--- src/cache_pkg.sv ---
// cache_pkg: word and block widths, cache geometry, miss state codes, address union

package cache_pkg;

    // ------------------------------------------------------------------
    // widths
    // ------------------------------------------------------------------
    localparam int WORD_W       = 32;   // processor data word
    localparam int ADDR_W       = 30;   // processor word address
    localparam int BLOCK_W      = 128;  // one line, also memory data width
    localparam int BLOCK_ADDR_W = 28;   // memory block address

    // ------------------------------------------------------------------
    // geometry, direct mapped
    // ------------------------------------------------------------------
    localparam int OFFSET_W   = 2;   // 4 words per block
    localparam int NUM_BLOCKS = 8;
    localparam int INDEX_W    = 3;
    localparam int TAG_W      = 25;

    // miss controller states
    localparam logic [1:0] ST_IDLE       = 2'd0;
    localparam logic [1:0] ST_WRITE_BACK = 2'd1;
    localparam logic [1:0] ST_FILL       = 2'd2;

    // view used by the tag and data stores
    typedef struct packed {
        logic [TAG_W-1:0]    tag;
        logic [INDEX_W-1:0]  index;
        logic [OFFSET_W-1:0] offset;
    } addr_split_t;

    // view used by the memory request
    typedef struct packed {
        logic [BLOCK_ADDR_W-1:0] block;
        logic [OFFSET_W-1:0]     word;
    } block_split_t;

    typedef union packed {
        addr_split_t  cache;
        block_split_t mem;
    } proc_addr_u;

endpackage

--- src/data_store.sv ---
// data_store: block array with word select, single word write and whole block fill

`timescale 1ns/1ns

module data_store (
    input  logic                            clk,
    input  cache_pkg::proc_addr_u           proc_addr,
    input  logic [cache_pkg::WORD_W-1:0]    proc_wdata,
    input  logic                            word_write,
    input  logic                            fill,
    input  logic [cache_pkg::BLOCK_W-1:0]   mem_rdata,
    output logic [cache_pkg::WORD_W-1:0]    proc_rdata,
    output logic [cache_pkg::BLOCK_W-1:0]   victim_block
);

    logic [cache_pkg::BLOCK_W-1:0]  blocks [cache_pkg::NUM_BLOCKS];

    logic [cache_pkg::INDEX_W-1:0]  index;
    logic [cache_pkg::OFFSET_W-1:0] offset;
    logic [cache_pkg::BLOCK_W-1:0]  line;

    assign index  = proc_addr.cache.index;
    assign offset = proc_addr.cache.offset;
    assign line   = blocks[index];

    // ------------------------------------------------------------------
    // read side
    // ------------------------------------------------------------------

    // selected word, valid whenever the processor is not stalled
    assign proc_rdata = line[offset*cache_pkg::WORD_W +: cache_pkg::WORD_W];

    // indexed line is what a write-back sends out
    assign victim_block = line;

    // ------------------------------------------------------------------
    // write side
    // ------------------------------------------------------------------
    always_ff @(posedge clk) begin
        if (fill) begin
            blocks[index] <= mem_rdata;    // whole block from memory
        end else if (word_write) begin
            // word 0 sits in the low 32 bits of the block
            blocks[index][offset*cache_pkg::WORD_W +: cache_pkg::WORD_W] <= proc_wdata;
        end
    end

endmodule

--- src/dcache_top.sv ---
// dcache_top: direct mapped write-back cache built from the miss FSM and the two stores

`timescale 1ns/1ns

module dcache_top (
    input  logic                                 clk,
    input  logic                                 rst_n,
    // processor port
    input  logic                                 proc_read,
    input  logic                                 proc_write,
    input  logic [cache_pkg::ADDR_W-1:0]         proc_addr,
    input  logic [cache_pkg::WORD_W-1:0]         proc_wdata,
    output logic [cache_pkg::WORD_W-1:0]         proc_rdata,
    output logic                                 proc_stall,
    // memory port
    output logic                                 mem_read,
    output logic                                 mem_write,
    output logic [cache_pkg::BLOCK_ADDR_W-1:0]   mem_addr,
    output logic [cache_pkg::BLOCK_W-1:0]        mem_wdata,
    input  logic [cache_pkg::BLOCK_W-1:0]        mem_rdata,
    input  logic                                 mem_ready
);

    // ------------------------------------------------------------------
    // internal strobes and lookup results
    // ------------------------------------------------------------------
    logic                          word_write;   // write hit in idle
    logic                          fill;         // fill state with mem_ready
    logic                          hit;
    logic                          victim_dirty;
    logic [cache_pkg::TAG_W-1:0]   victim_tag;

    miss_fsm i_miss_fsm (
        .clk          (clk),
        .rst_n        (rst_n),
        .proc_read    (proc_read),
        .proc_write   (proc_write),
        .proc_addr    (proc_addr),
        .hit          (hit),
        .victim_dirty (victim_dirty),
        .victim_tag   (victim_tag),
        .mem_ready    (mem_ready),
        .proc_stall   (proc_stall),
        .word_write   (word_write),
        .fill         (fill),
        .mem_read     (mem_read),
        .mem_write    (mem_write),
        .mem_addr     (mem_addr)
    );

    tag_store i_tag_store (
        .clk          (clk),
        .rst_n        (rst_n),
        .proc_addr    (proc_addr),
        .word_write   (word_write),
        .fill         (fill),
        .hit          (hit),
        .victim_dirty (victim_dirty),
        .victim_tag   (victim_tag)
    );

    // victim block goes straight out as write-back data
    data_store i_data_store (
        .clk          (clk),
        .proc_addr    (proc_addr),
        .proc_wdata   (proc_wdata),
        .word_write   (word_write),
        .fill         (fill),
        .mem_rdata    (mem_rdata),
        .proc_rdata   (proc_rdata),
        .victim_block (mem_wdata)
    );

endmodule

--- src/miss_fsm.sv ---
// miss_fsm: miss controller, processor stall, word write and fill strobes, memory request

`timescale 1ns/1ns

module miss_fsm (
    input  logic                                 clk,
    input  logic                                 rst_n,
    input  logic                                 proc_read,
    input  logic                                 proc_write,
    input  cache_pkg::proc_addr_u                proc_addr,
    input  logic                                 hit,
    input  logic                                 victim_dirty,
    input  logic [cache_pkg::TAG_W-1:0]          victim_tag,
    input  logic                                 mem_ready,
    output logic                                 proc_stall,
    output logic                                 word_write,
    output logic                                 fill,
    output logic                                 mem_read,
    output logic                                 mem_write,
    output logic [cache_pkg::BLOCK_ADDR_W-1:0]   mem_addr
);

    logic [1:0] state;
    logic [1:0] state_nxt;
    logic       request;    // read or write level from the processor
    logic       miss;

    assign request = proc_read | proc_write;
    assign miss    = request & ~hit;

    // ------------------------------------------------------------------
    // processor side
    // ------------------------------------------------------------------

    // stall rises in the request cycle of a miss and falls with the hit
    // that follows the fill
    assign proc_stall = miss;

    // write hits only complete from idle
    assign word_write = (state == cache_pkg::ST_IDLE) & proc_write & hit;

    // block, tag and valid are written at the edge where memory answers
    assign fill = (state == cache_pkg::ST_FILL) & mem_ready;

    // ------------------------------------------------------------------
    // next state
    // ------------------------------------------------------------------
    always_comb begin
        state_nxt = state;
        case (state)
            cache_pkg::ST_IDLE: begin
                if (miss) begin
                    // victim_dirty already includes the valid bit
                    state_nxt = victim_dirty ? cache_pkg::ST_WRITE_BACK
                                             : cache_pkg::ST_FILL;
                end
            end
            cache_pkg::ST_WRITE_BACK: begin
                if (mem_ready) begin
                    state_nxt = cache_pkg::ST_FILL;
                end
            end
            cache_pkg::ST_FILL: begin
                if (mem_ready) begin
                    state_nxt = cache_pkg::ST_IDLE;
                end
            end
            default: begin
                state_nxt = cache_pkg::ST_IDLE;
            end
        endcase
    end

    always_ff @(posedge clk) begin
        if (!rst_n) begin
            state <= cache_pkg::ST_IDLE;
        end else begin
            state <= state_nxt;
        end
    end

    // ------------------------------------------------------------------
    // memory side, levels held for the whole state
    // ------------------------------------------------------------------
    assign mem_write = (state == cache_pkg::ST_WRITE_BACK);
    assign mem_read  = (state == cache_pkg::ST_FILL);

    // write-back goes to the victim's block, fill to the missing one
    always_comb begin
        if (state == cache_pkg::ST_WRITE_BACK) begin
            mem_addr = {victim_tag, proc_addr.cache.index};
        end else begin
            mem_addr = proc_addr.mem.block;  // upper 28 bits of the word address
        end
    end

endmodule

--- src/tag_store.sv ---
// tag_store: per-line valid, dirty and tag arrays, hit compare and victim lookup

`timescale 1ns/1ns

module tag_store (
    input  logic                          clk,
    input  logic                          rst_n,
    input  cache_pkg::proc_addr_u         proc_addr,
    input  logic                          word_write,
    input  logic                          fill,
    output logic                          hit,
    output logic                          victim_dirty,
    output logic [cache_pkg::TAG_W-1:0]   victim_tag
);

    logic [cache_pkg::NUM_BLOCKS-1:0] valid;
    logic [cache_pkg::NUM_BLOCKS-1:0] dirty;
    logic [cache_pkg::TAG_W-1:0]      tags [cache_pkg::NUM_BLOCKS];

    logic [cache_pkg::INDEX_W-1:0]    index;
    logic [cache_pkg::TAG_W-1:0]      req_tag;
    logic [cache_pkg::TAG_W-1:0]      line_tag;

    assign index    = proc_addr.cache.index;
    assign req_tag  = proc_addr.cache.tag;
    assign line_tag = tags[index];

    // ------------------------------------------------------------------
    // lookup
    // ------------------------------------------------------------------

    // a line hits only when valid and the stored tag matches
    assign hit = valid[index] & (line_tag == req_tag);

    // the resident line is the victim on a miss
    assign victim_dirty = valid[index] & dirty[index];
    assign victim_tag   = line_tag;

    // ------------------------------------------------------------------
    // update
    // ------------------------------------------------------------------
    always_ff @(posedge clk) begin
        if (!rst_n) begin
            valid <= '0;   // all lines invalid
            dirty <= '0;
            for (int i = 0; i < cache_pkg::NUM_BLOCKS; i++) begin
                tags[i] <= '0;
            end
        end else begin
            if (fill) begin
                // new block arrives clean, a write miss dirties it later
                valid[index] <= 1'b1;
                dirty[index] <= 1'b0;
                tags[index]  <= req_tag;
            end else if (word_write) begin
                dirty[index] <= 1'b1;
            end
        end
    end

endmodule

--- config.mk ---
export PLATFORM = sky130hd
export DESIGN_NAME = dcache_top
export DESIGN_NICKNAME = d
export VERILOG_FILES = /design/src/cache_pkg.sv /design/src/data_store.sv /design/src/dcache_top.sv /design/src/miss_fsm.sv /design/src/tag_store.sv
export SDC_FILE = /design/constraint.sdc
export NUM_CORES = 1
export LEC_CHECK = 0
export BUFFER_PORTS_ARGS = -buffer_cell sky130_fd_sc_hd__buf_2
export CAP_MARGIN = 20
export CORE_MARGIN = 4
export CORE_UTILIZATION = 40
export CTS_CLUSTER_SIZE = 20
export DETAILED_ROUTE_END_ITERATION = 10
export SYNTH_ARGS = -nofsm -noshare
export SYNTH_HDL_FRONTEND = slang
export SYNTH_SLANG_ARGS = --single-unit
--- constraint.sdc ---
create_clock -name clk -period 7 [get_ports clk]
set_clock_uncertainty 0.15 [all_clocks]
set_input_delay 1.4 -clock clk [delete_from_list [all_inputs] [get_ports clk]]
set_output_delay 1.4 -clock clk [all_outputs]
set_load 0.05 [all_outputs]
# Word level (Yosys, flattened, before mapping)
# Memories as Yosys holds them, arrays and structs flattened.
# Index checks and enable logic that the tools add are counted.
# W data, S select, Z words.
# op_classes
mul	0
eq_ne	6
n_lt_le_gt_ge	2
add_sub_neg	1
bitwise_logic	140
n_reduce_logical	5
div	0
n_mux	153
shift	3
# ops
operator	n
$mux W1	139
$or A1 B1 Y1	129
$mux W128	1
$shift A32 B34 Y128 const A	1
$shiftx A128 B8 Y32	1
$shiftx A32 B34 Y128	1
$neg A7 Y34	1
$mux W28	1
$eq A25 B25 Y1	1
$mux W25	1
$reduce_or A25 Y1	1
$mux W8	2
$or A8 B8 Y8	2
$and A8 B8 Y8	1
$mux W2	4
$not A8 Y8	1
$and A1 B1 Y1	6
$bmux W1 S3	2
$pmux W2 S3	1
$lt A3 B4 Y1 const B	1
$ne A2 B1 Y1 const B	2
$demux W1 S3	1
$ge A3 B1 Y1 const B	1
$mux W3	1
8 further kinds	8
# totals
output_inout_bits	191
latchBits	0
input_bits	195
mem_bits_ro	0
mem_count	2
elab_cells	315
reg_bits	18
ram_bits	1224
# memory_table
name	words	width	read_ports	rd_ports_with_merged_regs	write_ports	line	text
i_data_store.blocks	8	128	1	0	1	data_store.sv:16	logic [cache_pkg::BLOCK_W-1:0] blocks [cache_pkg::NUM_BLOCKS];
i_tag_store.tags	8	25	1	0	8	tag_store.sv:18	logic [cache_pkg::TAG_W-1:0] tags [cache_pkg::NUM_BLOCKS];

# Depth between registers and ports, before layout
# Gate-level depths: netlist (run 1).
# logic_depth
ltp_word	8
mapped_depth	13
mapped_depth_nobuf	7

# Cells and area by module
# Synthesis (run 1) repeated with hierarchy kept, for this count alone.
# hier_totals
hier_cells	3169
hier_area_um2	52115.0
# by_module_without_submodules
module	seq_area_each_um2	area_each_um2	cells_each	instances
data_store	30749.5	41215.8	2332	1
tag_store	6326.1	10343.7	790	1
miss_fsm	40.0	555.5	47	1

# Worst setup path before layout (run 1)
# OpenSTA, ideal clock, no wires.
# synth_timing
path_type	input port to output port
startpoint	input proc_addr[3] (netlist name)
endpoint	output proc_rdata[17] (netlist name)
slack_ns	1.186
required_ns	5.450
n_path_buf	5
arrival_time_ns	4.264
cell_stages	10
cell_sequence	buf_2 -> buf_2 -> buf_2 -> buf_4 -> buf_1 -> mux2i_1 -> nor2_1 -> a221oi_1 -> nand3_1 -> mux4_2
# synth_via
elab_chain_len	2
# synth_lines
item	line	text
start, declared	dcache_top.sv:11	input logic [cache_pkg::ADDR_W-1:0] proc_addr,
$mem_v2 Z8 W128	-	
via mem_wdata (one bit)	dcache_top.sv:19	output logic [cache_pkg::BLOCK_W-1:0] mem_wdata,
$shiftx A128 B8 Y32	data_store.sv:31	assign proc_rdata = line[offset*cache_pkg::WORD_W +: cache_pkg::WORD_W];
end, declared	dcache_top.sv:13	output logic [cache_pkg::WORD_W-1:0] proc_rdata,
# The timed path passes the listed nets, and every way through them passes these cells.

# Final worst setup path (run 1)
# layout_timing
startpoint	input proc_addr[2] (netlist name)
endpoint	output proc_stall
# layout_via
elab_chain_len	5
word_cells_on_any_way	7
cone_classes	eq/ne (1); mux (2); bitwise (3); memory (1)
# layout_lines
item	line	text
$mem_v2 Z8 W25 / $bmux W1 S3 (equally long branches)	-	
$eq A25 B25 Y1 / $mux W1 (equally long branches)	tag_store.sv:33	assign hit = valid[index] & (line_tag == req_tag);
$and A1 B1 Y1 (*)	tag_store.sv:33	
$not A1 Y1 (*)	miss_fsm.sv:29	assign miss = request & ~hit;
$and A1 B1 Y1 (*)	miss_fsm.sv:29	
end, declared	dcache_top.sv:14	output logic proc_stall,
# Every way passes the cells marked *; elsewhere a longest branch is shown, timed or not. The select of a mux whose other input is x is not followed.

==> results of run 1 <==
[metrics by stage]
stage | instances | setup slack (ps) | area, um2 | total power [W]
finish | 5296 | 609 | 58900 | 0.0162
CTS | 5293 | 602 | 58900 | 0.0163
detailed placement | 5073 | 626 | 55200 | 0.0102
global placement | 5073 | 662 | 55200 | 0.0102
floorplan | 3144 | 1190 | 50300 | 0.00947
global route | 5296 | 427 | 58900 | 0.0167
[flip-flops by register name (all words and copies together), names as in the netlist, named ones only]
name,count
i_tag_store.tags,200
i_tag_store.valid,8
i_miss_fsm.state,2
i_data_store.blocks,1024
[worst reg2reg max path, stage by stage, from the launching register on]
cell and delay, ps:
edfxtp_1 370, mux2_4 270, a221o_1 360, a222oi_1 410
xnor2_1 170, nor4_2 680, and4_4 760, buf_4 380
mux2i_1 740
[cells in the final DEF, fill, tap and decap left out, types with 71 or more instances in the layout]
cell type / instances
edfxtp_1: 1224
buf_2: 384
nand3_1: 90
nand4_1: 71
and2_1: 201
inv_1: 140
nand2_1: 166
a22oi_1: 393
buf_4: 102
mux2i_1: 190
clkbuf_16: 121
[synthesized netlist by cell type (3+ instances only)]
library cell	count	area (um2)
a22o_1	63	552
mux4_1	11	289
o31ai_1	8	60.1
o21ai_0	25	125
inv_1	140	526
dfxtp_1	18	360
mux2i_1	190	1900
and2_1	203	1270
xnor2_1	10	87.6
nand4_1	71	444
mux2_2	17	191
buf_4	7	52.6
nand3_1	90	450
a22oi_1	393	2950
buf_2	13	65.1
nor2b_1	6	37.5
nor3b_1	4	30.0
mux4_2	41	923
o21a_1	3	22.5
a221oi_1	63	552
ha_1	5	62.6
nand2_1	166	623
o22ai_1	9	56.3
o22ai_2	8	100
buf_6	16	180
a21oi_1	41	205
clkbuf_1	165	619
nand2b_1	8	50.1
buf_1	26	97.6
edfxtp_1	1224	36800
and4_1	7	61.3
or3_1	5	31.3
nor3_1	13	65.1
a21o_1	6	45.0
a222oi_1	6	60.1
nor2_1	29	109
[area by class of cell]
| type | instances | area (um2) |
|---|---|---|
| fill | 10600 | 65300 |
| sequential | 1242 | 37100 |
| multi-input combinational | 1531 | 12100 |
| timing repair buffer | 522 | 3410 |
| clock buffer | 145 | 3120 |
| tap | 1637 | 2050 |
| clock inverter | 75 | 634 |
| inverter | 142 | 533 |
| antenna | 2 | 5.00 |
[power by group]
| part | switching, W | internal (W) |
|---|---|---|
| Clock | 0.00281 | 0.00340 |
| Combinational | 0.00129 | 0.000398 |
| Sequential | 0.0000309 | 0.00831 |
[logic make-up after synthesis]
family | count (synthesis) | share of synthesized area
DFF | 1242 | 0.738
AOI/OAI and AO/OA | 636 | 0.0958
and+or+nand+nor | 618 | 0.0657
buffers and inverters | 371 | 0.0311
muxes | 260 | 0.0660
xor gates and xnor gates | 12 | 0.00209
adders and majority gates | 5 | 0.00124
[layer usage]
metal / global-route usage / share of wire
met2: 0.405 / 0.47
met5: 0 / 0.00011
met1: 0.352 / 0.39
met4: 0.0730 / 0.030
met3: 0.0666 / 0.11
[worst max-delay path by stage]
stage	from	end	slack (ps)
2_1_floorplan	proc_addr[3]	proc_rdata[17]	1190
4_1_cts	proc_addr[2]	proc_stall	600
3_5_place_dp	proc_addr[2]	proc_stall	630
5_1_grt	proc_addr[2]	proc_stall	430
6_report	proc_addr[2]	proc_stall	610
3_3_place_gp	proc_addr[3]	proc_stall	660
==> out/qor.yml, run 1 <==
holdPathStages: 1
gr-total-overflow: 0
maxSlewHeadroom: 0.184
worstHoldStart: "i_tag_store.valid[0]"
hold_end: "i_tag_store.valid[0]"
cp_num_buf_inv: 3
drcViolationCount: 0
utilization: 0.474
reg2reg_slack_ps: 2400
cts-root-to-sink-buffers: 3
drive_gt1_frac: 0.225
die_x_um: 363
worst_path_largest_cell_delay_ps: 760
path_max_fanout: 20
start_kind: "primary input"
slowest_stage: "nor4_1"
synth.distinct_cells: 62
ios: 386
grt_max_degree: 68
die_y_um: 363
dr.first_iter.drc_count: 4045
grt_pass1_vias: 30000
clkTransAtPathRegs_ps: 60
place.gp.congestion: 0.804
timing.rr.end: "i_data_store.blocks[5][126]"
status: "finished, final reports clean"
cp.arrival_ps: 4840
period_minus_slack_ps: 6390
ys_seq_area_frac: 0.738
tritoncts: "yes"
cp.required_ps: 5450
via_per_inst: 6.01
synth_edf_count: 1224
postCtsHoldBufs: 0
cts_buffers: 121
htreeDepth: 3
ys.flop_type: "edfxtp_1"
wl_per_cell_um: 32.7
drt-total-wl_um: 173000
start_util: 0.405
critPathTopFamily: "simple AND/OR/NAND/NOR gates"
setup_viol: 0
cp_cell_sequence: "buf_2 -> buf_4 -> mux2i_1 -> o221ai_1 -> a222oi_1 -> xnor2_1 -> or4_4 -> nor4_1 -> nor2_1 -> buf_2"
grt_pass1_wl_um: 237000
cts_sinks: 1242
insertion_delay_ps: 730
final_antenna_net_count: 0
postSynthAreaPerCell_um2: 16.0
async_reset_ff_frac: 0
end_kind: "output port"
syn_to_final_growth_pct: 17.2
grt_use_total: 0.256
tightest_slew_ps: 1190
maxSlewViolCount: 0
fin_crit_sh: 0.913
netlist_area_um2: 50300
via_count: 31800
syn_inst: 3144
max-cap-violations: 0
timing.rr.start: "i_tag_store.tags[1][22]"
fmax_ghz: 0.156
cpMostUsedCell: "buf_2"
fin_nets: 3760
setup_tns_ps: 0
p_leak_nw: 20.0
critical_path_class: "primary input to output port"
syn_nets: 3344
root_buffer: "clkbuf_16"
hold_violations: 0
core-area_um2: 124000
dr.pass1.iters: 5
ctsResizeCount: 0
place_hpwl_um: 109000
ff2ff_path_depth: 8
vdd_drop_max_mv: 0.243
die_area_um2: 131000
cts_setup_buffers: 0
rsz0062_at_grt: "false"
place.port_buffers: 385
power_density_nw_per_um2: 275
critical_path_cell_count: 10
hold_ws_ps: 309
rows: 129
synth-seq-cells: 1242
yosys_warnings: 0
antenna_found_initial: 8
hold_class: "flip-flop to flip-flop"
(Power assumes the default switching activity.)
==> run 2: changes to the inputs <==
- MAX_ROUTING_LAYER: not set -> met4
==> run 2 against run 1 <==
Effect of this change: the run now ends with antenna rules left; combinational power is essentially flat; clock-buffer cell count unchanged; sequential cell count unchanged; wire length hardly changed; first-iteration DRC count grew 3.1%; via count hardly changed; critical path depth is the same; setup slack gained 13 ps; die area unchanged; critical endpoint unchanged; highest routed layer is now met4.
==> out/qor.yml, run 2 (same netlist as run 1, synthesis figures left out) <==
status: "finished, violations left"
violations: "antenna rules"
die_y_um: 363  # unchanged
largest_reg_flops: 1024  # unchanged
rsz0062_at_grt: "false"
path_max_fanout: 48  # +140%
hold_ws_ps: 311  # +1.57 ps
top_regs: "i_data_store.blocks x1024, i_tag_store.tags x200, i_tag_store.valid x8"
maxSlewHeadroom: 0.220  # +0.0353
fin_cells: 5302  # +0.11%
multi_input_area_um2: 12100  # unchanged
cp_cell_sequence: "buf_4 -> buf_12 -> nor3_2 -> buf_4 -> a222oi_1 -> xnor2_1 -> or4_4 -> nor4_1 -> nor2_1 -> buf_2"
critical_path_class: "primary input to output port"
grt_use_total: 0.264  # +0.00778
power_density_nw_per_um2: 275  # about the same
wl_per_cell_um: 32.6  # about the same
ios: 386  # unchanged
insertion_delay_ps: 730  # about the same
tritoncts: "yes"
slowest_stage: "nor4_1"
start_kind: "primary input"
drive_gt1_frac: 0.225  # about the same
cp_num_buf_inv: 4  # +1
setup_tns_ps: 0  # unchanged
antenna_found_initial: 8  # unchanged
fin_crit_sh: 0.911  # -0.00183
critPathTopFamily: "simple AND/OR/NAND/NOR gates"
place.port_buffers: 385  # unchanged
dr.pass1.iters: 6  # +1
core-area_um2: 124000  # unchanged
cts_buffers: 121  # unchanged
fillers: 10600  # +0.038%
hold_violations: 0  # unchanged
seq_area_um2: 37100  # unchanged
cp.required_ps: 5450  # about the same
vdd_drop_max_mv: 0.242  # -0.22%
setup_viol: 0  # unchanged
fmax_ghz: 0.157  # +0.20%
start_util: 0.405  # unchanged
gr-total-overflow: 0  # unchanged
maxSlewViolCount: 0  # unchanged
grt_pass1_vias: 30000  # -0.0067%
dp_cells: 5073  # unchanged
die_area_um2: 131000  # unchanged
drt-total-wl_um: 173000  # about the same
fin_nets: 3759  # -0.027%
root_buffer: "clkbuf_16"
cts-root-to-sink-buffers: 3  # unchanged
period_minus_slack_ps: 6380  # -12.8 ps
place.gp.congestion: 0.816  # +1.5%
grt_max_degree: 68  # unchanged
hold_class: "flip-flop to flip-flop"
cpMostUsedCell: "buf_4"
clkTransAtPathRegs_ps: 60  # about the same
max-cap-violations: 0  # unchanged
utilization: 0.474  # about the same
top_register: "i_data_store.blocks"
die_x_um: 363  # unchanged
cp.arrival_ps: 4830  # about the same
place_ws_ps: 626  # unchanged
via_per_inst: 6.01  # about the same
p_leak_nw: 20.0  # about the same
end_kind: "output port"
cts_setup_buffers: 0  # unchanged
ctsResizeCount: 0  # unchanged
grt_pass1_wl_um: 238000  # about the same
final_antenna_net_count: 1  # +1
rows: 129  # unchanged
worst_path_largest_cell_delay_ps: 760  # about the same
htreeDepth: 3  # unchanged
tightest_slew_ps: 1170  # -18.9 ps
place_hpwl_um: 109000  # unchanged
postCtsHoldBufs: 0  # unchanged
layout_commonest_cell: "edfxtp_1"
final_cell_mix: "edfxtp_1 (1224), a22oi_1 (393), buf_2 (384), and2_1 (201), mux2i_1 (190)"
via_count: 31900  # +0.047%
setup_slack_ps: 622  # +12.8 ps
dr.first_iter.drc_count: 4171  # +3.1%
syn_to_final_growth_pct: 17.2  # about the same
drcViolationCount: 0  # unchanged
cts_sinks: 1242  # unchanged
-- run 2: final timing paths --
| kind | start | end | slack [ps] | depth (start not counted) |
|---|---|---|---|---|
| max | proc_addr[3] | proc_stall | 620 | 10 |
| min | i_tag_store.valid[0] | i_tag_store.valid[0] | 310 | 1 |
| max reg2reg | i_tag_store.tags[1][22] | i_data_store.blocks[1][43] | 2390 | 7 |
| min reg2reg | i_tag_store.valid[0] | i_tag_store.valid[0] | 310 | 1 |
-- run 2: routing by layer --
| layer | track usage | part of all wire | up-vias |
|---|---|---|---|
| met5 | - | 0 | - |
| met3 | 0.0625 | 0.11 | 252 |
| met1 | 0.356 | 0.40 | 16400 |
| li1 | - | - | 13200 |
| met2 | 0.405 | 0.47 | 1940 |
| met4 | 0.0701 | 0.028 | 0 |
-- run 2: per-stage QoR --
step	total power, W	instance area (um2)
global route	0.0167	58900
floorplan	0.00947	50300
global placement	0.0102	55200
finish	0.0162	58900
detailed placement	0.0102	55200
CTS	0.0163	58900
-- run 2: layout make-up --
| class | instances | share of cell area |
|---|---|---|
| clock inverter | 75 | 0.0108 |
| sequential | 1242 | 0.630 |
| tap | 1637 | 0.0347 |
| multi-input combinational | 1531 | 0.205 |
| antenna | 9 | 0.000382 |
| clock buffer | 145 | 0.0529 |
| inverter | 142 | 0.00904 |
| timing repair buffer | 521 | 0.0577 |
-- run 2: worst register-to-register path, cell delays in order, from the launching register on --
cell and delay (ps):
edfxtp_1 370, mux2_4 270, a221o_1 360, a222oi_1 410
xnor2_1 170, nor4_2 700, and4_4 800, mux2i_1 1010
-- run 2: report_power, final --
group	switching (W)	internal (W)
clock	0.00281	0.00340
sequential	0.0000308	0.00831
combinational	0.00128	0.000397
total	0.00413	0.0121
